$ cat src/logic/hit_tree_pkg.sv
`default_nettype none

package hit_tree_pkg;

    // tree shape is fixed at four leaves feeding two mid nodes and one root
    localparam int NUM_CHANNELS = 4;    // input channels

    // field widths
    localparam int WORD_WIDTH   = 36;   // full packed word
    localparam int TIME_WIDTH   = 16;   // timestamp within a frame
    localparam int ADC_WIDTH    = 16;   // hit amplitude
    localparam int CHAN_WIDTH   = 3;    // channel id

    // field positions in a packed word
    // [35] marker | [34:32] channel | [31:16] time | [15:0] adc
    localparam int MARKER_BIT   = 35;   // end-of-frame flag
    localparam int CHAN_LSB     = 32;   // channel field base
    localparam int TIME_LSB     = 16;   // timestamp field base

    // packed word as it travels through buffers and nodes
    typedef logic [WORD_WIDTH-1:0] hit_word_t;

    // hit time, compared by the merge nodes
    typedef logic [TIME_WIDTH-1:0] timestamp_t;

    // raw amplitude, carried through untouched
    typedef logic [ADC_WIDTH-1:0] adc_t;

    // source channel, also set on markers
    typedef logic [CHAN_WIDTH-1:0] channel_t;

endpackage

`default_nettype wire

$ cat src/logic/merge_node.sv
`default_nettype none

// merges two time-sorted buffers into one, one word per cycle at most
module merge_node (
    input  wire                          clk_i,
    input  wire                          rst_i,
    input  wire                          a_empty_i,     // side a buffer empty
    input  wire hit_tree_pkg::hit_word_t a_data_i,      // side a read data
    output logic                         a_rd_en_o,     // side a read strobe
    input  wire                          b_empty_i,     // side b buffer empty
    input  wire hit_tree_pkg::hit_word_t b_data_i,      // side b read data
    output logic                         b_rd_en_o,     // side b read strobe
    input  wire                          full_i,        // downstream full
    output logic                         wr_en_o,       // downstream write strobe
    output hit_tree_pkg::hit_word_t      data_o         // downstream write data
);

    // per side head tracking
    typedef enum logic [1:0] {
        SIDE_FREE,                                      // head empty, nothing in flight
        SIDE_FETCH,                                     // read issued, data lands this cycle
        SIDE_HELD                                       // head register valid
    } side_state_t;

    side_state_t              state_q [2];              // index 0 is side a
    hit_tree_pkg::hit_word_t  head_q  [2];              // prefetched head words
    logic [1:0]               side_empty;               // buffer empty per side
    hit_tree_pkg::hit_word_t  side_data [2];            // buffer read data per side
    logic [1:0]               side_rd;                  // read strobe per side
    logic [1:0]               pop;                      // head consumed this cycle
    logic                     both_held;                // both heads valid
    logic                     mark_a;                   // side a head is a marker
    logic                     mark_b;                   // side b head is a marker
    hit_tree_pkg::timestamp_t time_a;                   // side a head time
    hit_tree_pkg::timestamp_t time_b;                   // side b head time
    logic                     a_first;                  // a not later than b
    logic                     sel_b;                    // output from side b

    assign side_empty   = {b_empty_i, a_empty_i};
    assign side_data[0] = a_data_i;
    assign side_data[1] = b_data_i;
    assign a_rd_en_o    = side_rd[0];
    assign b_rd_en_o    = side_rd[1];

    assign both_held = (state_q[0] == SIDE_HELD) && (state_q[1] == SIDE_HELD);
    assign mark_a    = head_q[0][hit_tree_pkg::MARKER_BIT];
    assign mark_b    = head_q[1][hit_tree_pkg::MARKER_BIT];
    assign time_a    = head_q[0][hit_tree_pkg::TIME_LSB +: hit_tree_pkg::TIME_WIDTH];
    assign time_b    = head_q[1][hit_tree_pkg::TIME_LSB +: hit_tree_pkg::TIME_WIDTH];
    assign a_first   = (time_a <= time_b);              // tie goes to side a

    // a word only goes out once both heads are known
    assign wr_en_o = both_held && !full_i;
    assign data_o  = sel_b ? head_q[1] : head_q[0];

    // pick the outgoing head and which sides it frees
    always_comb begin
        sel_b = 1'b0;
        pop   = 2'b00;
        if (mark_a && mark_b) begin
            pop = 2'b11;                                // one merged marker, both freed
        end else if (mark_a) begin
            sel_b = 1'b1;                               // a waits at its frame end
            pop   = 2'b10;
        end else if (mark_b) begin
            pop = 2'b01;                                // b waits at its frame end
        end else if (a_first) begin
            pop = 2'b01;
        end else begin
            sel_b = 1'b1;
            pop   = 2'b10;
        end
        if (!wr_en_o) begin
            pop = 2'b00;                                // stalled or heads missing
        end
    end

    // fetch into a free head, or into one that empties this cycle
    always_comb begin
        for (int s = 0; s < 2; s++) begin
            side_rd[s] = !side_empty[s] && ((state_q[s] == SIDE_FREE) || pop[s]);
        end
    end

    always_ff @(posedge clk_i) begin
        for (int s = 0; s < 2; s++) begin
            if (state_q[s] == SIDE_FETCH) begin
                head_q[s] <= side_data[s];              // read data valid now
            end
        end
    end

    always_ff @(posedge clk_i) begin
        if (rst_i) begin
            for (int s = 0; s < 2; s++) begin
                state_q[s] <= SIDE_FREE;
            end
        end else begin
            for (int s = 0; s < 2; s++) begin
                case (state_q[s])
                    SIDE_FREE: begin
                        if (side_rd[s]) begin
                            state_q[s] <= SIDE_FETCH;
                        end
                    end
                    SIDE_FETCH: begin
                        state_q[s] <= SIDE_HELD;        // captured this edge
                    end
                    SIDE_HELD: begin
                        if (pop[s]) begin
                            // refetch overlaps the write
                            state_q[s] <= side_rd[s] ? SIDE_FETCH : SIDE_FREE;
                        end
                    end
                    default: begin
                        state_q[s] <= SIDE_FREE;
                    end
                endcase
            end
        end
    end

endmodule

`default_nettype wire

$ cat config.mk
export PLATFORM = sky130hd
export DESIGN_NAME = merge_node
export DESIGN_NICKNAME = d
export VERILOG_FILES = /design/src/logic/hit_tree_pkg.sv /design/src/logic/merge_node.sv
export SDC_FILE = /design/constraint.sdc
export NUM_CORES = 1
export LEC_CHECK = 0
export BUFFER_PORTS_ARGS = -buffer_cell sky130_fd_sc_hd__buf_2
export CORE_MARGIN = 4
export CORE_UTILIZATION = 50
export DETAILED_ROUTE_END_ITERATION = 6
export GPL_ROUTABILITY_DRIVEN = 0
export MAX_ROUTING_LAYER = met4
export PLACE_DENSITY = 0.8
export SYNTH_ARGS = -nofsm -noshare
export SYNTH_HDL_FRONTEND = slang
export SYNTH_SLANG_ARGS = --single-unit
$ cat constraint.sdc
create_clock -name clk_i -period 4.05 [get_ports clk_i]
set_clock_uncertainty 0.2 [all_clocks]
set_input_delay 0.81 -clock clk_i [delete_from_list [all_inputs] [get_ports clk_i]]
set_output_delay 0.81 -clock clk_i [all_outputs]
set_load 0.02 [all_outputs]
==> flow_metrics.py <==
metrics = {
    "logic_synthesis": {
        "ys_top_cells_by_area": "edfxtp_1 (69%), mux2_1 (12%), ha_1 (6.0%)",
        "ys.warnings.count": 0,
        "yosysTopAreaCell": "edfxtp_1",
        "synth_top_area_share_pct": 68.83,
        "synth_cells": 201,
        "yosysUniqueCellTypes": 31,
        "avgSynthCellArea_um2": 16.50,
        "syn_nets": 294,
        "synth-seq-area-share_pct": 68.83,
        "synth_seq_cells": 76,
        "netlist_area_um2": 3316,
    },
    "critical_path": {
        "crit_fanout": 6,
        "worstPathCellList": "ha_1 -> nand4_1 -> or3_1 -> a21o_1 -> nand3_2 -> a21oi_4 -> nor2_8 -> clkbuf_16 -> mux2_1 -> buf_2",
        "crit_path_top_delay_cell": "edfxtp_1",
        "critPathBufInv": 2,
        "start_kind": "register",
        "crit_type": "register to output pin",
        "arrival_ns": 2.87,
        "slowest_delay_ns": 0.39,
        "worst_setup_path_end_kind": "output pin",
        "cp_top_family": "simple AND/OR/NAND/NOR gates",
        "cp.required_ns": 3.04,
    },
    "power_and_ir_drop": {
        "ir_worst_vdd_v": 0.0004646,
        "power.leakage_nw": 1.796,
        "p_per_area_nw_per_um2": 615.3,
        "finalPower_mw": 2.653,
    },
    "timing": {
        "min_period_ns": 3.879,
        "setup_viol": 0,
        "post-route-period-util_pct": 95.77,
        "hold_ws_ns": 0.4258,
        "max_slew_margin_pct": 26.13,
        "slew_viol_final": 0,
        "worst_slew_pin_slew_ns": 1.106,
        "tns_ns": 0,
        "fmax_ghz": 0.2578,
        "rsz0062_at_grt": "no",
        "final_hold_viol_count": 0,
    },
    "routing": {
        "wirelength_um": 6881,
        "route.detailed.drc": 0,
        "ant_nets": 0,
        "drt-initial-drc-count": 58,
        "routed_via_density": 5.099,
        "dr.pass1.iters": 4,
        "wire_per_inst_um": 16.66,
        "vias": 2106,
    },
    "run": {
        "cap_viol_max_count": 0,
    },
    "clock_network": {
        "clockBufferDepth": 2,
        "htreeDepth": 3,
        "cts_root_buffer": "clkbuf_8",
        "clk_latency_ns": 0.35,
        "cts_hold_buf": 0,
        "cts_tree": "yes",
        "clkTransAtPathRegs_ns": 0.09,
        "cts.sinks": 76,
        "cts_made_buffers": 9,
    },
    "die": {
        "initial_core_util_pct": 51.92,
        "io_pins": 116,
        "die_area_um2": 7999,
        "rows": 29,
        "die_w_um": 89.44,
        "dieHeight_um": 89.44,
        "core_area_um2": 6386,
    },
    "layout": {
        "final_cell_mix": "buf_2 (115), edfxtp_1 (76), mux2_1 (35)",
        "regArea_um2": 2282,
        "drive_gt1_share_pct": 43.45,
        "final_nets": 424,
        "syn2layout_area_growth_pct": 30.04,
        "final_common_cell": "buf_2",
        "fillers": 466,
        "multi_input_area_um2": 988.4,
        "antennaDiodeCount": 0,
        "utilization_pct": 67.52,
    },
    "outcome": {
        "status": "finished clean",
    },
    "placement": {
        "hpwl_um": 4736,
        "io_buffers": 115,
    },
    "hold_path": {
        "hp-class": "input pin to register",
    },
    "global_routing": {
        "antenna_found_initial": 0,
        "grt.total_usage_pct": 17.86,
        "grt-ovfl-total": 0,
        "grt_pass1_vias": 2160,
        "grt_pass1_wl_um": 10030,
        "grt_max_degree": 38,
    },
}
-- Yosys cell counts --
cell type and instances:
nand2_1 5, buf_6 3, nor2_8 1, nand3_1 3, nand4_1 3, and4_1 1, a21oi_1 8, a211o_1 1
and2_1 1, nor3_1 1, a31oi_1 2, inv_1 17, nand2b_1 1, edfxtp_1 76, a22oi_1 1, a21oi_2 1
ha_1 16, nand4bb_1 1, or2_2 1, nand3b_1 2, mux2_1 35, nor2_1 4, nor2b_1 5, o211ai_1 1
or3_1 2, a31o_1 1, o21ai_0 3, o21ai_1 1, o21bai_1 1, a21o_1 2, a2111oi_2 1
-- layer usage --
metal	share of wire, %	vias up	wire (µm)	global-route usage, %
met5	0	-	0	-
met4	0.74	0	51	4.871
met3	8.2	5	567	7.373
met2	49	87	3394	28.94
met1	42	983	2869	20.53
li1	-	1031	-	-
-- cell type report --
cell class              count  area share (%)
flip-flops and latches     76           52.93
multi-input cells         105           22.93
repair buffers            122           16.34
clock buffers              10           2.960
well taps                  77           2.234
inverters                  17           1.480
clock inverters             6           1.132
-- what timing repair did --
action                                  CTS  global route
endpoints found under the setup margin    4            34
resized for setup                         0             6
hold endpoints to repair                  0             0
cloned                                    0             4
pin swaps                                 1             3
buffers inserted                          1             1
-- cell families (layout without fill, tap and decap cells) --
| group | after synthesis | after routing | share of synthesized area, % |
|---|---|---|---|
| AO/OA/AOI/OAI | 23 | 23 | 4.566 |
| buffers and inverters | 20 | 155 | 2.943 |
| adder cells (fa/ha/maj) | 16 | 16 | 6.038 |
| AND/OR/NAND/NOR | 31 | 31 | 5.736 |
| flip-flops | 76 | 76 | 68.83 |
| multiplexers | 35 | 35 | 11.89 |
-- state kept, by name (all words and copies together), names as in the netlist --
name	cells
head_q	72
state_q	4
-- worst paths after layout --
| path | from | cells past startpoint | slack, ns | end |
|---|---|---|---|---|
| min reg2reg | state_q[0][0] | 2 | 0.53 | state_q[0][0] |
| max reg2reg | head_q[0][27] | 8 | 1.40 | state_q[1][0] |
| max | head_q[0][27] | 10 | 0.17 | data_o[7] |
| min | a_data_i[33] | 1 | 0.43 | head_q[0][33] |
-- power breakdown --
| group | internal [mW] | total, mW | switching [mW] |
|---|---|---|---|
| clock network | 0.226 | 0.516 | 0.290 |
| registers | 1.11 | 1.19 | 0.0821 |
| logic | 0.387 | 0.945 | 0.558 |
| total | 1.72 | 2.65 | 0.929 |
-- through the flow --
step                      setup slack, ns  cells  cell area [µm²]
after floorplan                    0.7924    201             3316
after global placement             0.4538    391             3989
after detailed placement           0.3740    391             3989
after CTS                         0.08767    408             4173
after global routing             0.006616    413             4312
final                              0.1713    413             4312
No activity file was read; power rests on OpenSTA's default activity.
