===== src/logic/hit_tree_pkg.sv =====
`default_nettype none

package hit_tree_pkg;

    // tree shape is fixed at four leaves feeding two mid nodes and one root
    localparam int NUM_CHANNELS = 4;    // input channels

    // field widths
    localparam int WORD_WIDTH   = 36;   // full packed word
    localparam int TIME_WIDTH   = 16;   // timestamp within a frame
    localparam int ADC_WIDTH    = 16;   // hit amplitude
    localparam int CHAN_WIDTH   = 3;    // channel id

    // field positions in a packed word
    // [35] marker | [34:32] channel | [31:16] time | [15:0] adc
    localparam int MARKER_BIT   = 35;   // end-of-frame flag
    localparam int CHAN_LSB     = 32;   // channel field base
    localparam int TIME_LSB     = 16;   // timestamp field base

    // packed word as it travels through buffers and nodes
    typedef logic [WORD_WIDTH-1:0] hit_word_t;

    // hit time, compared by the merge nodes
    typedef logic [TIME_WIDTH-1:0] timestamp_t;

    // raw amplitude, carried through untouched
    typedef logic [ADC_WIDTH-1:0] adc_t;

    // source channel, also set on markers
    typedef logic [CHAN_WIDTH-1:0] channel_t;

endpackage

`default_nettype wire


===== src/logic/fifo_buffer.sv =====
`default_nettype none

// circular buffer with 2**ADDR_WIDTH slots, one of them never used
module fifo_buffer #(
    parameter int ADDR_WIDTH = 5                        // log2 of slot count
) (
    input  wire                          clk_i,
    input  wire                          rst_i,
    input  wire hit_tree_pkg::hit_word_t data_i,        // write data
    input  wire                          wr_en_i,       // write strobe
    input  wire                          rd_en_i,       // read strobe
    output hit_tree_pkg::hit_word_t      data_o,        // valid cycle after read
    output logic                         empty_o,       // nothing stored
    output logic                         full_o         // no room for a write
);

    localparam int DEPTH = 2 ** ADDR_WIDTH;             // physical slots

    hit_tree_pkg::hit_word_t mem [DEPTH];               // storage array
    logic [ADDR_WIDTH-1:0] rd_ptr_q;                    // next slot to read
    logic [ADDR_WIDTH-1:0] wr_ptr_q;                    // next slot to write
    logic [ADDR_WIDTH-1:0] count_q;                     // words held
    logic                  wr_ok;                       // write accepted
    logic                  rd_ok;                       // read accepted

    assign empty_o = (count_q == '0);
    assign full_o  = &count_q;                          // all ones means full

    // concurrent rd/wr always goes through, count stays put
    assign wr_ok = wr_en_i && (!full_o || rd_en_i);
    assign rd_ok = rd_en_i && (!empty_o || wr_en_i);

    always_ff @(posedge clk_i) begin
        if (wr_ok) begin
            mem[wr_ptr_q] <= data_i;                    // storage has no reset
        end
    end

    always_ff @(posedge clk_i) begin
        if (rst_i) begin
            rd_ptr_q <= '0;
            wr_ptr_q <= '0;
            count_q  <= '0;
            data_o   <= '0;
        end else begin
            if (wr_ok) begin
                wr_ptr_q <= wr_ptr_q + 1'b1;            // wraps on power of two
            end
            if (rd_ok) begin
                data_o   <= mem[rd_ptr_q];              // holds until next read
                rd_ptr_q <= rd_ptr_q + 1'b1;
            end
            case ({wr_ok, rd_ok})
                2'b10:   count_q <= count_q + 1'b1;     // write only
                2'b01:   count_q <= count_q - 1'b1;     // read only
                default: count_q <= count_q;            // idle or both
            endcase
        end
    end

endmodule

`default_nettype wire


===== config.mk =====
export PLATFORM = sky130hd
export DESIGN_NAME = fifo_buffer
export DESIGN_NICKNAME = d
export VERILOG_FILES = /design/src/logic/hit_tree_pkg.sv /design/src/logic/fifo_buffer.sv
export SDC_FILE = /design/constraint.sdc
export NUM_CORES = 1
export LEC_CHECK = 0
export ABC_AREA = 1
export BUFFER_PORTS_ARGS = -buffer_cell sky130_fd_sc_hd__buf_4
export CAP_MARGIN = 10
export CORE_UTILIZATION = 50
export DETAILED_ROUTE_END_ITERATION = 8
export PLACE_DENSITY = 0.66
export SYNTH_ARGS = -nofsm -noshare
export SYNTH_HDL_FRONTEND = slang
export SYNTH_SLANG_ARGS = --single-unit

===== constraint.sdc =====
create_clock -name clk_i -period 5 [get_ports clk_i]
set_input_delay 0.25 -clock clk_i [delete_from_list [all_inputs] [get_ports clk_i]]
set_output_delay 0.25 -clock clk_i [all_outputs]
set_load 0.03 [all_outputs]

==> results of run 1 <==
==> stage by stage <==
stage	util, %	cell area, µm²	power (mW)	hold WS, ns	setup slack, ns
6_report	57.2	56500	23.2	0.0185	1.79
2_1_floorplan	-	50100	13.0	0.349	1.20
5_1_grt	57.2	56500	23.9	0.0196	1.61
3_3_place_gp	52.7	52100	13.9	0.455	1.85
4_1_cts	57.1	56500	23.2	0.00320	1.78
3_5_place_dp	52.7	52100	14.0	0.459	1.77
==> what timing repair did <==
item	CTS	global route
setup buffers	0	0
endpoints found under the hold margin	767	0
gates resized for setup	0	0
hold buffers	29	0
endpoints found under the setup margin	0	0
==> state kept, by name, summed over array words and instances, names as in the netlist <==
signal	flops
mem	1152
wr_ptr_q	5
rd_ptr_q	5
data_o	36
count_q	5
==> where the power goes <==
part           switching (mW)  leakage [nW]  total [mW]  internal (mW)
Combinational            1.86          9.40        2.53          0.672
Clock                    3.86          2.02        9.37           5.51
Sequential              0.127          10.8        11.3           11.1
Total                    5.85          22.2        23.2           17.3
==> cell usage after synthesis, types with 2 or more instances <==
master / instances / area (µm²)
nand2_1: 1568 / 5890
edfxtp_1: 1152 / 34600
nand3_1: 694 / 3470
inv_1: 494 / 1850
nor2_1: 256 / 961
a21oi_1: 121 / 606
buf_2: 116 / 581
clkbuf_1: 72 / 270
dfxtp_1: 51 / 1020
buf_4: 34 / 255
o21ai_0: 26 / 130
buf_1: 24 / 90.1
o21ai_1: 23 / 115
ha_1: 9 / 113
nor3_1: 5 / 25.0
buf_6: 3 / 33.8
inv_2: 3 / 11.3
nor3b_1: 2 / 15.0
xnor2_1: 2 / 17.5
==> area by class of cell <==
| cell class | count | area share, % |
|---|---|---|
| timing repair buffer | 182 | 2.90 |
| sequential | 1203 | 63.0 |
| clock inverter | 62 | 1.22 |
| antenna | 1 | 0.00443 |
| tap | 1287 | 2.85 |
| inverter | 498 | 3.35 |
| clock buffer | 165 | 6.08 |
| multi-input combinational | 2710 | 20.6 |
==> per-layer routing <==
layer,routed length [µm],vias to the layer above
li1,-,15500
met1,57900,16400
met2,63300,1549
met3,12900,235
met4,3940,8
met5,48,-
==> worst paths after layout <==
path | start | endpoint | depth (start not counted)
hold / removal | data_i[10] | mem[27][10] | 1
setup / recovery | count_q[2] | mem[30][1] | 8
hold reg to reg | data_o[0] | data_o[0] | 2
setup reg to reg | count_q[2] | mem[30][1] | 8
==> kinds of logic (layout without fill, tap and decap cells) <==
group / Yosys count / in the layout / share of synthesized area [%]
compound gates: 171 / 171 / 1.71
xor+xnor: 2 / 2 / 0.0350
fa+ha+maj: 10 / 10 / 0.265
buf+inv: 747 / 907 / 6.19
flops: 1203 / 1203 / 71.1
other cells: 0 / 1 / 0
simple gates: 2527 / 2527 / 20.7
==> flow_metrics.py, run 1 <==
metrics = {
    "route": {
        "ant_nets": 0,
        "first_pass_iters": 7,
        "drc_errors": 0,
        "vias_per_cell": 5.52,
        "drt_iter0_markers": 4033,
        "wl_per_cell_um": 22.6,
        "routed_wirelength_um": 138000,
        "via_count": 33700,
    },
    "setup_path": {
        "crit_path_end_kind": "flop",
        "r2r_slack_ns": 1.79,
        "critPathBufInv": 2,
        "path_class": "reg -> reg",
        "critPathRequiredTime_ns": 5.40,
        "slowest_stage": "nor2_4",
        "cp_cell_sequence": "nand3_1 > nor2_1 > nand2_1 > nand2_1 > inv_1 > nand2_1 > nor2_4 > buf_4",
        "crit_family": "simple AND/OR/NAND/NOR gates",
        "crit_path_max_incr_delay_ns": 0.96,
        "cp.arrival_ns": 3.61,
        "start_kind": "flop",
        "crit_fanout": 23,
        "crit_top_cell": "nand2_1",
    },
    "clocking": {
        "clk_pin_slew_ns": 0.06,
        "cts.sinks": 1203,
        "clk_latency_ns": 0.72,
        "cts-root-buf": "clkbuf_16",
        "cts_tree": "done",
        "cts.htree.levels": 3,
        "cts_inserted_buffers": 120,
        "clockBufferDepth": 3,
    },
    "synthesis": {
        "synth_warnings": 0,
        "ys.flop_type": "edfxtp_1",
        "syn_nets": 4710,
        "netlist_area_um2": 50100,
        "ys_async_sr_fraction_pct": 0,
        "synth_area_per_cell_um2": 10.7,
        "synth-seq-cells": 1203,
        "ys_seq_area_share_pct": 71.1,
        "synth_cells": 4660,
        "ys_types": 24,
        "synth_edf_count": 1152,
    },
    "die": {
        "start_util_pct": 50.7,
        "core_area_um2": 98900,
        "die_h_um": 319,
        "die_w_um": 319,
        "ios": 78,
        "num_rows": 115,
        "die_area_um2": 101000,
    },
    "timing": {
        "hold_violations": 0,
        "final_max_slew_viol_count": 0,
        "timing.setup.tns_ns": 0,
        "setup_violations": 0,
        "max_freq_ghz": 0.312,
        "timing.final.crit_share_pct": 64.2,
        "tightestPinTransition_ns": 1.19,
        "maxSlewHeadroom_pct": 20.8,
        "fin_crit_ns": 3.21,
        "skew_ns": 0.0300,
        "rsz0062_at_grt": "false",
    },
    "cells_and_area": {
        "fill_cells": 7979,
        "layout.nets": 4765,
        "final_common_cell": "nand2_1",
        "layout_common_cells": "1,566 x nand2_1, 1,152 x edfxtp_1, 694 x nand3_1",
        "areaGrowthSynthToFinish_pct": 12.8,
        "final_cells": 6108,
        "seqCellArea_um2": 35600,
        "drive_gt1_share_pct": 8.17,
        "multi_input_area_um2": 11600,
    },
    "power_and_ir_drop": {
        "leakagePower_nw": 22.2,
        "ir_drop_v": 0.000331,
        "p_per_area_nw_per_um2": 410,
    },
    "global_route": {
        "grt_max_degree": 134,
        "grt_pass1_wl_um": 205000,
        "antenna_found_initial": 4,
        "use_met2_pct": 42.1,
        "grt_use_met3_pct": 4.39,
        "first_global_vias": 31500,
        "grt.total_usage_pct": 27.2,
        "top_usage_layer": "met2",
        "met1_usage_pct": 39.4,
        "grt-ovfl-total": 0,
    },
    "flow_run": {
        "maxCapViolCount": 0,
    },
    "place": {
        "place_inst": 5850,
        "gp_congestion": 0.854,
        "portBuffers": 77,
        "hpwlAfterDp_um": 76400,
    },
    "status": {
        "outcome": "complete, no violations",
    },
    "min_path": {
        "hold_class": "in -> reg",
    },
}
No activity file was read; power rests on OpenSTA's default activity.
==> inputs of run 2 (changes only) <==
ABC_AREA = 0   (was 1)
PLACE_DENSITY = 0.68   (was 0.66)
clock period = 2.8 ns   (was 5 ns; I/O delays follow)
==> flow_metrics.py, run 2 <==
metrics = {
    "status": {
        "outcome": "complete, no violations",
    },
    "die": {
        "ios": 78,
        "die_h_um": 303,
        "num_rows": 110,
        "die_w_um": 303,
        "die_area_um2": 92100,
        "start_util_pct": 50.5,
        "core_area_um2": 90000,
    },
    "global_route": {
        "antenna_found_initial": 1,
        "grt_max_degree": 46,
        "grt-ovfl-total": 0,
        "first_global_vias": 23600,
        "grt.total_usage_pct": 25.2,
        "grt_pass1_wl_um": 164000,
    },
    "synthesis": {
        "synth_edf_count": 1152,
        "netlist_area_um2": 45400,
        "synth_top_area_share_pct": 76.1,
        "ys_seq_area_share_pct": 78.4,
        "synth_cells": 2107,
        "ys_types": 45,
        "yosys.area.top_type": "edfxtp_1",
        "synth_commonest_cells": "1,152 x edfxtp_1, 216 x mux4_2, 150 x mux2i_1, 77 x a21oi_1, 70 x a22o_1",
        "synth_warnings": 0,
        "syn_nets": 2157,
        "ys_top_cells_by_area": "edfxtp_1 76%, mux4_2 11%, mux2i_1 3.3%",
        "synth-seq-cells": 1203,
        "ys.flop_type": "edfxtp_1",
        "synth_area_per_cell_um2": 21.6,
        "synth.most_common_cell": "edfxtp_1",
        "ys_async_sr_fraction_pct": 0,
    },
    "power_and_ir_drop": {
        "p_per_area_nw_per_um2": 771,
        "p_switching_mw": 9.66,
        "p_clk_share_pct": 37.3,
        "intPower_mw": 31.2,
        "pwr-share-seq_pct": 49.3,
        "leakagePower_nw": 16.8,
        "swShare_pct": 23.7,
        "p_comb_share_pct": 13.4,
        "ir_drop_v": 0.000666,
    },
    "min_path": {
        "hp-start": "wr_en_i",
        "hold_class": "in -> reg",
        "holdPathStages": 6,
        "holdPathEnd": "wr_ptr_q[0]",
    },
    "cells_and_area": {
        "final_core_util_pct": 58.8,
        "reg_top3": "mem (1152), data_o (36)",
        "drive_gt1_share_pct": 27.4,
        "layout.nets": 2416,
        "areaGrowthSynthToFinish_pct": 16.6,
        "largest-register": "mem",
        "antennaDiodeCount": 0,
        "largest_register_ffs": 1152,
        "fill_cells": 6388,
        "multi_input_area_um2": 9500,
        "seqCellArea_um2": 35600,
        "final_common_cell": "edfxtp_1",
        "final_cells": 3643,
        "layout_common_cells": "1,152 x edfxtp_1, 216 x mux4_2, 189 x buf_4",
    },
    "place": {
        "gp_congestion": 0.790,
        "post-place-ws_ns": -0.100,
        "place_inst": 3383,
        "hpwlAfterDp_um": 61300,
        "portBuffers": 77,
    },
    "setup_path": {
        "path_class": "reg -> reg",
        "crit_fanout": 4,
        "critPathRequiredTime_ns": 3.43,
        "start_kind": "flop",
        "r2r-end": "count_q[4]",
        "cp.arrival_ns": 3.39,
        "crit_path_end_kind": "flop",
        "r2r-start": "count_q[4]",
        "r2r_slack_ns": 0.04,
        "r2r_cells": 9,
    },
    "route": {
        "ant_nets": 0,
        "drc_errors": 0,
        "vias_per_cell": 6.35,
        "first_pass_iters": 5,
        "routed_wirelength_um": 114000,
        "via_count": 23100,
        "wl_per_cell_um": 31.2,
        "drt_iter0_markers": 2626,
    },
    "timing": {
        "max_freq_ghz": 0.362,
        "final_max_slew_viol_count": 0,
        "setup_violations": 0,
        "tightestPinTransition_ns": 0.814,
        "fin_crit_ns": 2.76,
        "hold_violations": 0,
        "maxSlewHeadroom_pct": 44.3,
        "timing.setup.tns_ns": 0,
        "skew_ns": 0.0251,
        "worst_slack_ns": 0.0385,
        "timing.final.crit_share_pct": 98.6,
        "rsz0062_at_grt": "true",
    },
    "clocking": {
        "cts.htree.levels": 3,
        "cts-root-buf": "clkbuf_16",
        "cts.sinks": 1203,
        "clk_latency_ns": 0.71,
        "clockBufferDepth": 3,
        "clk_pin_slew_ns": 0.06,
        "cts_tree": "done",
        "cts_inserted_buffers": 117,
    },
    "flow_run": {
        "maxCapViolCount": 0,
    },
}
-- run 2: cell types whose count changed after synthesis, moves of 70 or more --
cell     delta
nand2_1  -1562
nand3_1   -692
inv_1     -484
mux4_2    +216
nor2_1    -203
mux2i_1   +150
buf_2      -74
a22o_1     +70
-- run 2: worst max path at each step --
stage / start / endpoint / slack, ns
global route: count_q[4] / count_q[4] / -0.01
CTS: count_q[4] / count_q[4] / 0.003
finish: count_q[4] / count_q[4] / 0.04
detailed placement: count_q[4] / count_q[4] / -0.1
floorplan: count_q[3] / mem[21][0] / -0.44
global placement: count_q[4] / count_q[4] / -0.09
-- run 2: metrics by stage --
step	total power [mW]	hold slack, ns	instance area, µm²
after detailed placement	25.9	0.470	48800
final	40.8	0.0671	53000
after CTS	41.1	0.0350	52900
after global routing	42.1	0.0828	53000
after floorplan	24.1	0.239	45400
after global placement	25.8	0.470	48800
-- run 2: cell families (layout without fill, tap and decap cells) --
logic type / after synthesis / after routing / share of synthesized area, %
adder cells (fa/ha/maj): 10 / 10 / 0.292
AND/OR/NAND/NOR: 84 / 84 / 0.884
flip-flops: 1203 / 1203 / 78.4
buffers and inverters: 137 / 497 / 1.46
AO/OA/AOI/OAI: 298 / 298 / 4.79
multiplexers: 366 / 366 / 14.0
XOR/XNOR: 9 / 9 / 0.174
-- run 2: critical path, stage by stage, from the launching register on --
cell     delay, ns
dfxtp_4       0.35
or4_4         0.51
o31a_1        0.31
ha_4          0.21
ha_4          0.26
nor2b_4       0.15
o21ai_2       0.09
and3_4        0.17
or4_4         0.48
a21oi_2       0.16
-- run 2: what timing repair did --
action / in CTS / in global routing
gates resized for setup: 12 / 7
endpoints found under the setup margin: 1 / 4
pin swaps: 5 / 7
buffers inserted: 2 / 1
endpoints found under the hold margin: 1175 / 0
hold buffers: 37 / 0
-- run 2: power groups by stage --
stage	Clock, mW	Combinational, mW	Sequential, mW
6_report	15.2	5.46	20.1
5_1_grt	16.1	5.82	20.2
4_1_cts	15.4	5.51	20.1
3_5_place_dp	0	5.40	20.5
3_3_place_gp	0	5.31	20.5
2_1_floorplan	0	3.43	20.6
-- run 2: layer usage --
metal / vias up / global-route usage (%) / part of all wire [%]
met3: 179 / 3.82 / 8.1
li1: 9450 / - / -
met5: - / 0 / 0
met2: 1093 / 41.2 / 50
met1: 12400 / 35.7 / 40
met4: 0 / 7.25 / 2.4
-- run 2: area by class of cell --
type | instances | share of cell area (%)
flip-flops and latches | 1203 | 67.3
multi-input cells | 767 | 17.9
clock buffers | 160 | 6.00
repair buffers | 267 | 4.93
well taps | 1176 | 2.78
clock inverters | 60 | 1.02
inverters | 10 | 0.0709
