[src/logic/hit_tree_pkg.sv]
`default_nettype none

package hit_tree_pkg;

    // tree shape is fixed at four leaves feeding two mid nodes and one root
    localparam int NUM_CHANNELS = 4;    // input channels

    // field widths
    localparam int WORD_WIDTH   = 36;   // full packed word
    localparam int TIME_WIDTH   = 16;   // timestamp within a frame
    localparam int ADC_WIDTH    = 16;   // hit amplitude
    localparam int CHAN_WIDTH   = 3;    // channel id

    // field positions in a packed word
    // [35] marker | [34:32] channel | [31:16] time | [15:0] adc
    localparam int MARKER_BIT   = 35;   // end-of-frame flag
    localparam int CHAN_LSB     = 32;   // channel field base
    localparam int TIME_LSB     = 16;   // timestamp field base

    // packed word as it travels through buffers and nodes
    typedef logic [WORD_WIDTH-1:0] hit_word_t;

    // hit time, compared by the merge nodes
    typedef logic [TIME_WIDTH-1:0] timestamp_t;

    // raw amplitude, carried through untouched
    typedef logic [ADC_WIDTH-1:0] adc_t;

    // source channel, also set on markers
    typedef logic [CHAN_WIDTH-1:0] channel_t;

endpackage

`default_nettype wire

[src/logic/hit_packer.sv]
`default_nettype none

// packs one channel's hits and frame ends into words for its leaf buffer
module hit_packer #(
    parameter hit_tree_pkg::channel_t CHANNEL_ID = '0    // stamped into every word
) (
    input  wire                           clk_i,
    input  wire                           rst_i,
    input  wire                           hit_valid_i,  // hit strobe
    input  wire hit_tree_pkg::timestamp_t hit_time_i,   // hit time
    input  wire hit_tree_pkg::adc_t       hit_adc_i,    // hit amplitude
    input  wire                           frame_end_i,  // end of frame strobe
    input  wire                           full_i,       // leaf buffer full
    output logic                          wr_en_o,      // leaf write strobe
    output hit_tree_pkg::hit_word_t       data_o,       // leaf write data
    output logic [15:0]                   drop_count_o  // saturating hit loss count
);

    logic                    hit_q;                     // staged hit, resolved next cycle
    hit_tree_pkg::hit_word_t hit_word_q;                // staged hit word
    logic                    mark_pend_q;               // marker waiting for space
    hit_tree_pkg::hit_word_t hit_word;                  // word formed from inputs
    hit_tree_pkg::hit_word_t mark_word;                 // constant marker for this channel
    logic                    hit_take;                  // input hit accepted
    logic                    wr_hit;                    // staged hit written
    logic                    wr_mark;                   // pending marker written
    logic                    drop_full;                 // staged hit lost to full leaf
    logic                    drop_pend;                 // input hit lost to pending marker
    logic [1:0]              drop_inc;                  // drops this cycle
    logic [16:0]             drop_sum;                  // count plus carry

    always_comb begin
        hit_word = '0;
        hit_word[hit_tree_pkg::MARKER_BIT] = 1'b0;      // plain hit
        hit_word[hit_tree_pkg::CHAN_LSB +: hit_tree_pkg::CHAN_WIDTH] = CHANNEL_ID;
        hit_word[hit_tree_pkg::TIME_LSB +: hit_tree_pkg::TIME_WIDTH] = hit_time_i;
        hit_word[0 +: hit_tree_pkg::ADC_WIDTH] = hit_adc_i;
    end

    always_comb begin
        mark_word = '0;                                 // time and adc stay zero
        mark_word[hit_tree_pkg::MARKER_BIT] = 1'b1;
        mark_word[hit_tree_pkg::CHAN_LSB +: hit_tree_pkg::CHAN_WIDTH] = CHANNEL_ID;
    end

    assign hit_take  = hit_valid_i && !mark_pend_q;     // no hits behind a waiting marker
    assign wr_hit    = hit_q && !full_i;
    assign wr_mark   = mark_pend_q && !hit_q && !full_i; // older hit goes first
    assign wr_en_o   = wr_hit || wr_mark;
    assign data_o    = hit_q ? hit_word_q : mark_word;

    assign drop_full = hit_q && full_i;                 // a hit gets one try only
    assign drop_pend = hit_valid_i && mark_pend_q;
    assign drop_inc  = {1'b0, drop_full} + {1'b0, drop_pend};
    assign drop_sum  = {1'b0, drop_count_o} + {15'd0, drop_inc};

    always_ff @(posedge clk_i) begin
        if (hit_take) begin
            hit_word_q <= hit_word;                     // payload, no reset
        end
    end

    always_ff @(posedge clk_i) begin
        if (rst_i) begin
            hit_q        <= 1'b0;
            mark_pend_q  <= 1'b0;
            drop_count_o <= '0;
        end else begin
            hit_q <= hit_take;                          // cleared once resolved
            if (frame_end_i) begin
                mark_pend_q <= 1'b1;                    // marker is never dropped
            end else if (wr_mark) begin
                mark_pend_q <= 1'b0;
            end
            if (drop_sum[16]) begin
                drop_count_o <= '1;                     // saturate
            end else begin
                drop_count_o <= drop_sum[15:0];
            end
        end
    end

endmodule

`default_nettype wire

[config.mk]
export PLATFORM = sky130hd
export DESIGN_NAME = hit_packer
export DESIGN_NICKNAME = d
export VERILOG_FILES = /design/src/logic/hit_tree_pkg.sv /design/src/logic/hit_packer.sv
export SDC_FILE = /design/constraint.sdc
export NUM_CORES = 1
export LEC_CHECK = 0
export ABC_AREA = 1
export BUFFER_PORTS_ARGS = -buffer_cell sky130_fd_sc_hd__clkbuf_2
export CORE_AREA = 2 2 71 73
export CTS_BUF_LIST = sky130_fd_sc_hd__clkbuf_4 sky130_fd_sc_hd__clkbuf_8
export CTS_CLUSTER_DIAMETER = 30
export DETAILED_ROUTE_END_ITERATION = 10
export DIE_AREA = 0 0 73 75
export GPL_TIMING_DRIVEN = 0
export PLACE_DENSITY = 0.8
export SYNTH_ARGS = -nofsm -noshare
export SYNTH_HDL_FRONTEND = slang
export SYNTH_SLANG_ARGS = --single-unit
[constraint.sdc]
create_clock -name clk_i -period 2.55 [get_ports clk_i]
set_input_delay 0.3825 -clock clk_i [delete_from_list [all_inputs] [get_ports clk_i]]
set_output_delay 0.3825 -clock clk_i [all_outputs]
set_load 0.005 [all_outputs]
==> reports/results.tsv, run 1 <==
stage	metric	value	unit
status	outcome	finished clean	
cells_and_area	Area growth syn-to-layout	28.92	%
cts	Clock Sinks	50	
drt	average wire per standard cell	11.75	um
floorplan	Die H	75	um
cells_and_area	fill cell count	396	
synthesis	Cells after Synth	245	
cts	CTS Hold Bufs	0	
place	hpwl dp	3.625	mm
floorplan	starting density of the core	48.64	%
cells_and_area	n_diodes	0	
cts	htree depth	2	
synthesis	top-area cell type share of the netlist area	42.38	%
synthesis	post-synthesis sequential area ratio	58.28	%
critical_path	Critical Path Start Type	flop	
floorplan	Die X	73	um
critical_path	Crit. End Element	flop	
drt	Vias/cell	4.576	
sta	number of hold violations in the final report	0	
synthesis	Post-synth top cells	inv_1 (61), nand2_1 (60), edfxtp_1 (32)	
pwr	NetSw	0.3245	mW
cts	CTS Buf Count	5	
critical_path	reg2reg setup slack	470	ps
floorplan	# IOs	90	
cts	clock root cell	clkbuf_8	
run	Max-cap violations	0	
synthesis	Syn. warnings	0	
synthesis	top-count cell post-synth	inv_1	
synthesis	Netlist cell types	28	
cells_and_area	Finished Core Util	62.71	%
cells_and_area	layout cell share with drive strength beyond 1	34.50	%
worst_hold_path	Hold Crit Class	primary input to flop	
cts	Reg clk slew, reported paths	90	ps
synthesis	cell taking the most area after synthesis	edfxtp_1	
pwr	Internal	1.341	mW
synthesis	number of flops mapped to enable cells by yosys	32	
critical_path	R2R cell count	13	
synthesis	ys async rst share	0	%
place	I/O Buffers	86	
cts	CTS tree	done	
critical_path	critical path arrival	2290	ps
sta	RSZ-0062 raised after global routing	no	
place	dpl cell area	2790	um2
synthesis	top post-synthesis cells by area	edfxtp_1 (42%), dfxtp_1 (16%), inv_1 (10%)	
global_routing	largest net degree at the start of global routing	19	
cts	Clock Path Buffers	2	
drt	Detailed Route Iter0 Violations	96	
synthesis	Mapped Area	2267	um2
cts	post-CTS setup buffer count	0	
global_routing	initial antenna violation count	0	
cells_and_area	nets	380	
sta	Slew HR	39.32	%
drt	total detailed-routing wirelength	4.652	mm
pwr	leakage	1.618	nW
critical_path	Max FO, Critical Path	9	
pwr	Pwr Density	570.0	nW/um2
cells_and_area	filler-free cell count of the finished design	396	
critical_path	Worst setup startpoint	hit_q	
sta	max-slew violation count	0	
cells_and_area	Final Cell Area	2923	um2
pwr	switch share	19.48	%
global_routing	GRT Total Usage	17.49	%
sta	period utilization	81.74	%
place	gpl congestion	0.8850	
drt	DRC violations left	0	
sta	Final setup viols	0	
critical_path	worst setup path endpoint	drop_count_o[10]	
synthesis	Synth Flop Type	edfxtp_1	
floorplan	Core Box Area	4661	um2
pwr	combinational group share of total power	7.1	%
pwr	Clock power frac	38.2	%
floorplan	total die area	5475	um2
synthesis	flops & latches, synth	50	
sta	Clock Skew	7.098	ps
synthesis	mean post-synth cell area	9.254	um2
drt	vias	1812	
sta	worst setup margin	465.5	ps
cts	clock latency on the worst-skew pair	290	ps
place	Setup WS pre-CTS	437.5	ps
critical_path	Critical Path RT	2750	ps
critical_path	worst r2r src	hit_q	
sta	Period minus WS final	2084	ps
critical_path	worst reg2reg endpoint	drop_count_o[10]	
sta	Slew @ Worst Pin	909.2	ps
sta	fmax	479.7	MHz
pwr	Tot Pwr	1.666	mW
pwr	VDD IR max	0.3035	mV
sta	Hold WS	256.3	ps
cts	CTS resizes	0	
global_routing	global-route wire length before repair	7.362	mm
place	Placed Instances	388	
critical_path	critical path type	flop to flop	
sta	Post-Route Setup TNS	0	ps
drt	Final ANT Viol Nets	0	
global_routing	GRT overflow	0	
global_routing	number of global-route vias before repair	1659	
pwr	sequential share of power	54.7	%
drt	router iterations before antenna repair	4	
cells_and_area	multi-input logic area	674.4	um2
floorplan	row count	25	
cells_and_area	register area	1321	um2
-- flip-flops by register name, indices dropped and copies added, names as in the netlist --
signal,cells
hit_word_q,32
hit_q,1
mark_pend_q,1
drop_count_o,16
-- power groups by stage --
stage / clock [mW] / sequential, mW / combinational, mW
after floorplan: 0 / 0.928 / 0.0543
after global placement: 0 / 0.930 / 0.112
after detailed placement: 0 / 0.930 / 0.120
after CTS: 0.654 / 0.912 / 0.120
after global routing: 0.683 / 0.914 / 0.135
final: 0.636 / 0.911 / 0.119
-- area by class of cell --
cell class                 instances  area share [%]
buffer                             9           1.798
clock buffer                       5           2.354
clock inverter                     3           2.183
multi-input combinational        127           23.07
timing repair buffer              87           15.24
sequential                        50           45.21
inverter                          61           7.834
tap                               54           2.312
-- placed cells by master, fill, tap and decap left out, types with 3 or more instances in the layout --
master,count
buf_4,3
clkbuf_2,86
nand2_1,60
edfxtp_1,32
clkbuf_8,5
conb_1,3
inv_1,61
nor2_1,13
xnor2_1,3
xor2_1,4
dfxtp_1,18
nand3_1,12
clkbuf_1,4
o21ai_0,5
a21oi_2,9
-- how the worst min path moves through the flow --
stage	cells after the start	to	start	slack [ps]
2_1_floorplan	1	hit_q	mark_pend_q	460
3_3_place_gp	1	hit_q	mark_pend_q	470
3_5_place_dp	1	hit_q	mark_pend_q	510
4_1_cts	1	hit_word_q[23]	hit_time_i[7]	250
5_1_grt	1	hit_word_q[5]	hit_adc_i[5]	240
6_report	1	hit_word_q[28]	hit_time_i[12]	260
-- per-layer routing --
| layer | GRT usage [%] | vias to the layer above | part of all wire, % |
|---|---|---|---|
| met4 | 6.173 | 0 | 0.39 |
| li1 | - | 926 | - |
| met5 | 0 | - | 0 |
| met1 | 19.60 | 817 | 41 |
| met3 | 3.481 | 2 | 6.7 |
| met2 | 32.93 | 67 | 52 |
-- critical path: stages (launching register included) --
cell	delay [ps]
dfxtp_1	300
clkbuf_1	200
nand2_1	120
inv_1	60
fa_1	440
ha_1	240
nand3_2	140
inv_1	50
nand2_1	120
inv_1	50
nand3_1	70
nand3_1	90
nand2_1	80
inv_1	40
-- cells by family after synthesis --
kind of cell	count (synthesis)	synth area share (%)
compound gates	15	4.801
xor+xnor	7	2.704
fa+ha+maj	2	1.435
buf+inv	70	12.42
flops	50	58.28
other cells	1	0.1654
simple gates	100	20.20
Power figures use the tool's default switching activity.
==> run 2: changes to the inputs <==
Clock period 2.55 ns to 2 ns, I/O delays scaled along.
==> run 2 against run 1 <==
Cell area down 1.6%; clock skew rose by 2.5 ps; die area unchanged.
==> reports/results.tsv, run 2 (synthesis results as in run 1) <==
stage	metric	value	unit	change
status	outcome	finished clean		
floorplan	# IOs	90		unchanged
critical_path	critical path type	flop to flop		
cts	post-CTS setup buffer count	0		unchanged
place	gpl congestion	0.8849		about the same
place	I/O Buffers	86		unchanged
cts	Clock Sinks	50		unchanged
critical_path	reg2reg setup slack	150	ps	-310 ps
drt	Vias/cell	4.538		-0.82%
sta	max-slew violation count	0		unchanged
place	Setup WS pre-CTS	-77.13	ps	-514.6 ps
drt	Final ANT Viol Nets	0		unchanged
cts	htree depth	2		unchanged
drt	Detailed Route Iter0 Violations	80		-17%
critical_path	max incr delay on CP	380	ps	-60 ps
drt	DRC violations left	0		unchanged
cells_and_area	commonest non-fill, non-tap cell in the layout	clkbuf_2		
global_routing	global-route wire length before repair	6.762	mm	-8.1%
pwr	Tot Pwr	1.885	mW	+13%
sta	Slew @ Worst Pin	849.8	ps	-59.40 ps
sta	Slew HR	43.21	%	+3.9 points
pwr	switch share	21.84	%	+2.4 points
critical_path	Crit. End Element	flop		
cts	clock latency on the worst-skew pair	290	ps	about the same
sta	Post-Route Setup TNS	0	ps	unchanged
cts	Clock Path Buffers	2		unchanged
pwr	sequential share of power	61.8	%	+7.1 points
pwr	leakage	1.585	nW	-2.0%
cells_and_area	Top Registers	hit_word_q: 32 flops, drop_count_o: 16 flops		
run	Max-cap violations	0		unchanged
cells_and_area	n_diodes	0		unchanged
cts	CTS Hold Bufs	0		unchanged
cells_and_area	nets	378		-0.53%
pwr	combinational group share of total power	7.6	%	+0.5 points
sta	Period minus WS final	1848	ps	-236.6 ps
sta	Final setup viols	0		unchanged
place	hpwl dp	3.395	mm	-6.4%
floorplan	total die area	5475	um2	unchanged
sta	Clock Skew	9.548	ps	+2.451 ps
critical_path	Critical Path RT	2190	ps	-560 ps
floorplan	Die H	75	um	unchanged
sta	worst setup margin	152.1	ps	-313.4 ps
floorplan	Core Box Area	4661	um2	unchanged
worst_hold_path	number of cells on the worst hold path	1		unchanged
cells_and_area	Largest Register	hit_word_q		
pwr	Internal	1.473	mW	+9.8%
floorplan	starting density of the core	48.64	%	unchanged
sta	RSZ-0062 raised after global routing	no		
place	Placed Instances	387		-0.26%
cts	CTS tree	done		
critical_path	Max FO, Critical Path	10		+1
sta	number of hold violations in the final report	0		unchanged
cells_and_area	commonest non-fill, non-tap cells in the layout	clkbuf_2 (86), inv_1 (61), nand2_1 (59)		
cells_and_area	Area growth syn-to-layout	26.88	%	
worst_hold_path	Hold Crit Class	primary input to flop		
critical_path	R2R cell count	11		-2
cts	Reg clk slew, reported paths	90	ps	about the same
cts	CTS Buf Count	5		unchanged
cells_and_area	layout cell share with drive strength beyond 1	35.88	%	+1.4 points
global_routing	largest net degree at the start of global routing	33		+14
sta	period utilization	92.39	%	+11 points
global_routing	GRT overflow	0		unchanged
floorplan	row count	25		unchanged
cells_and_area	max reg flops	32		unchanged
global_routing	GRT Total Usage	15.92	%	-1.6 points
drt	total detailed-routing wirelength	4.373	mm	-6.0%
critical_path	critical path arrival	2040	ps	-250 ps
cells_and_area	filler-free cell count of the finished design	394		-0.51%
floorplan	Die X	73	um	unchanged
drt	vias	1788		-1.3%
sta	fmax	541.2	MHz	+13%
global_routing	initial antenna violation count	0		unchanged
critical_path	Critical Path Start Type	flop		
drt	average wire per standard cell	11.10	um	-5.5%
global_routing	number of global-route vias before repair	1573		-5.2%
pwr	Clock power frac	30.6	%	-7.6 points
pwr	Pwr Density	655.4	nW/um2	+15%
cts	clock root cell	clkbuf_8		
pwr	VDD IR max	0.3087	mV	+1.7%
pwr	NetSw	0.4117	mW	+27%
critical_path	worst-path cell chain	nand2_1 -> inv_1 -> fa_2 -> ha_1 -> nand3_2 -> nor2_4 -> nand2_4 -> buf_6 -> nand3_2 -> nand2_1 -> inv_1		
critical_path	slowest stage cell on the critical path	dfxtp_2		
drt	router iterations before antenna repair	4		unchanged
## run 2: final cells by class
cell class	count	area, um2
inverter	61	229.0
clock inverter	2	15.01
timing repair buffer	86	430.4
tap	54	67.56
sequential	50	1323
buffer	8	48.80
fill	384	1784
clock buffer	6	76.32
multi-input combinational	127	686.9
## run 2: what timing repair did
item	4_1_cts	5_1_grt
gates resized for setup	0	4
gates cloned	0	0
endpoints found under the setup margin	12	13
pin swaps	0	0
## run 2: routing by layer
metal	routed length (um)	vias to the layer above	GRT usage (%)	share of wire, %
met2	2075	69	28.53	47
met1	1942	792	18.32	44
met4	37	0	5.967	0.85
met5	0	-	0	0
li1	-	923	-	-
met3	318	4	4.150	7.3
## run 2: stage by stage
stage | cell area [um2] | hold WS [ps] | utilization, %
floorplan | 2277 | 376.8 | -
global placement | 2775 | 477.1 | 59.54
detailed placement | 2775 | 478.6 | 59.54
CTS | 2863 | 166.5 | 61.42
global route | 2877 | 156.8 | 61.72
finish | 2877 | 173.5 | 61.72
## run 2: worst max-delay path: cells and delay by family, from the launching register on
family / cells / cell delay, ps
adders and majority gates: 2 / 600
and+or+nand+nor: 6 / 510
DFF: 1 / 380
buffers and inverters: 3 / 260
## run 2: power by group through the flow
stage	Combinational, mW	Clock (mW)	Sequential [mW]
2_1_floorplan	0.0697	0	1.18
3_3_place_gp	0.142	0	1.18
3_5_place_dp	0.147	0	1.19
4_1_cts	0.144	0.597	1.16
5_1_grt	0.162	0.640	1.17
6_report	0.144	0.577	1.16
## run 2: worst paths after layout
check                                   from          endpoint
worst max-delay path                   hit_q  drop_count_o[14]
worst min-delay path            hit_adc_i[4]     hit_word_q[4]
worst max register to register         hit_q  drop_count_o[14]
worst min register to register   mark_pend_q             hit_q
==> run 3: changes to the inputs <==
Clock period 2 ns to 2.05 ns, I/O delays scaled along.
==> run 3 against run 2 <==
Non-clock buffer count is the same; highest routed layer unchanged; global-route usage is the same; register-to-register slack is essentially flat; critical endpoint unchanged; critical path type unchanged; sequential share of layout area is essentially flat; largest power group unchanged; power shrank 2.7%; combinational power shrank 3%; via count grew 0.34%.
==> reports/results.tsv, run 3 (synthesis results as in run 1) <==
stage	metric	value	unit	change
place	gpl congestion	0.8849		unchanged
cells_and_area	commonest non-fill, non-tap cells in the layout	clkbuf_2 (86), inv_1 (61), nand2_1 (59)		
critical_path	worst reg2reg endpoint	drop_count_o[14]		
global_routing	GRT Total Usage	15.92	%	unchanged
critical_path	Crit. End Element	flop		
cells_and_area	fill cell count	384		unchanged
cells_and_area	register area	1323	um2	unchanged
cells_and_area	Largest Register	hit_word_q		
global_routing	global-route wire length before repair	6.762	mm	unchanged
worst_hold_path	end of the worst hold path	hit_word_q[25]		
cts	CTS Buf Count	5		unchanged
pwr	leakage	1.587	nW	+0.12%
cells_and_area	nets	378		unchanged
place	I/O Buffers	86		unchanged
place	hpwl dp	3.395	mm	unchanged
cells_and_area	n_diodes	0		unchanged
floorplan	# IOs	90		unchanged
cts	Clock Path Buffers	2		unchanged
drt	Vias/cell	4.553		+0.34%
critical_path	critical path arrival	2100	ps	+60 ps
sta	Period minus WS final	1908	ps	+60.39 ps
run	Max-cap violations	0		unchanged
cells_and_area	layout cell share with drive strength beyond 1	35.59	%	-0.29 points
critical_path	CP Buf/Inv Count	3		unchanged
drt	vias	1794		+0.34%
worst_hold_path	Hold Crit Class	primary input to flop		
drt	router iterations before antenna repair	5		+1
pwr	VDD IR max	0.3010	mV	-2.5%
floorplan	row count	25		unchanged
global_routing	GRT overflow	0		unchanged
sta	worst setup margin	141.7	ps	-10.39 ps
cells_and_area	commonest non-fill, non-tap cell in the layout	clkbuf_2		
floorplan	Die H	75	um	unchanged
global_routing	initial antenna violation count	0		unchanged
cts	clock root cell	clkbuf_8		
cts	htree depth	2		unchanged
worst_hold_path	hold path start	hit_time_i[9]		
cells_and_area	max reg flops	32		unchanged
critical_path	Critical Path Start Type	flop		
sta	Hold WS	183.2	ps	+9.666 ps
global_routing	largest net degree at the start of global routing	33		unchanged
pwr	Tot Pwr	1.835	mW	-2.7%
sta	Slew HR	42.71	%	-0.50 points
critical_path	worst-path cell chain	nand2_1 -> inv_1 -> fa_1 -> ha_1 -> nand3_2 -> nor2_4 -> nand2_4 -> buf_6 -> nand3_2 -> nand2_1 -> inv_1		
sta	Slew @ Worst Pin	857.3	ps	+7.487 ps
sta	fmax	524.0	MHz	-3.2%
critical_path	max incr delay on CP	440	ps	+60 ps
critical_path	Top delay family on crit path	adder cells		
floorplan	Die X	73	um	unchanged
cts	clock latency on the worst-skew pair	290	ps	about the same
critical_path	Critical Path RT	2250	ps	+60 ps
cts	Reg clk slew, reported paths	90	ps	about the same
sta	Final setup viols	0		unchanged
cells_and_area	multi-input logic area	684.4	um2	-0.36%
cells_and_area	Top Registers	hit_word_q: 32 flops, drop_count_o: 16 flops		
drt	average wire per standard cell	11.03	um	-0.59%
cts	Clock Sinks	50		unchanged
global_routing	number of global-route vias before repair	1573		unchanged
floorplan	starting density of the core	48.64	%	unchanged
critical_path	worst r2r src	hit_q		
status	outcome	finished clean		
sta	RSZ-0062 raised after global routing	no		
drt	DRC violations left	0		unchanged
critical_path	reg2reg setup slack	140	ps	about the same
floorplan	total die area	5475	um2	unchanged
drt	Detailed Route Iter0 Violations	95		+19%
cells_and_area	Area growth syn-to-layout	26.77	%	about the same
critical_path	R2R cell count	11		unchanged
critical_path	slowest stage cell on the critical path	fa_1		
drt	total detailed-routing wirelength	4.347	mm	-0.59%
place	Setup WS pre-CTS	-27.13	ps	+50.00 ps
sta	Clock Skew	8.243	ps	-1.305 ps
floorplan	Core Box Area	4661	um2	unchanged
sta	period utilization	93.09	%	+0.69 points
critical_path	critical path type	flop to flop		
sta	number of hold violations in the final report	0		unchanged
worst_hold_path	number of cells on the worst hold path	1		unchanged
drt	Final ANT Viol Nets	0		unchanged
critical_path	Max FO, Critical Path	10		unchanged
pwr	Pwr Density	638.3	nW/um2	-2.6%
cts	CTS tree	done		
sta	max-slew violation count	0		unchanged
==> run 3: cell count changes in the layout (fill, tap and decap cells not counted) <==
cell / before / now
fa_2: 1 / 0
fa_1: 0 / 1
==> run 3: timing repair <==
action,in CTS,in global routing
hold buffers,0,0
setup endpoints to repair,3,12
setup buffers,0,0
gates resized for setup,0,3
==> run 3: worst max-delay path by stage <==
stage,start,to,slack [ps],cells past startpoint
4_1_cts,hit_q,drop_count_o[14],70,11
2_1_floorplan,hit_q,drop_count_o[14],190,12
3_3_place_gp,hit_q,drop_count_o[14],6,12
3_5_place_dp,hit_q,drop_count_o[14],-30,12
5_1_grt,hit_q,drop_count_o[14],10,11
6_report,hit_q,drop_count_o[14],140,11
==> run 3: through the flow <==
stage | area, um2 | instances | TNS, ps | utilization (%)
2_1_floorplan | 2277 | 247 | 0 | -
4_1_cts | 2863 | 394 | 0 | 61.42
6_report | 2874 | 394 | 0 | 61.66
5_1_grt | 2874 | 394 | 0 | 61.66
3_3_place_gp | 2775 | 387 | 0 | 59.54
3_5_place_dp | 2775 | 387 | -57.36 | 59.54
==> run 3: area by class of cell <==
| type | instances | area share, % |
|---|---|---|
| inverter | 61 | 7.967 |
| clock buffer | 6 | 2.656 |
| sequential | 50 | 46.02 |
| multi-input combinational | 127 | 23.81 |
| timing repair buffer | 86 | 14.98 |
| clock inverter | 2 | 0.5224 |
| tap | 54 | 2.351 |
| buffer | 8 | 1.698 |
==> run 3: routing by layer <==
| layer | wire length, um | vias up | track usage, % |
|---|---|---|---|
| met5 | 0 | - | 0 |
| met4 | 44 | 0 | 5.967 |
| met3 | 346 | 5 | 4.150 |
| met2 | 2086 | 74 | 28.53 |
| met1 | 1868 | 791 | 18.32 |
| li1 | - | 924 | - |
==> run 3: where the power goes <==
part	switching (mW)	internal (mW)	leakage (nW)	total [mW]
clock network	0.306	0.254	0.0408	0.560
registers	0.0162	1.12	0.452	1.14
logic	0.0758	0.0636	1.09	0.139
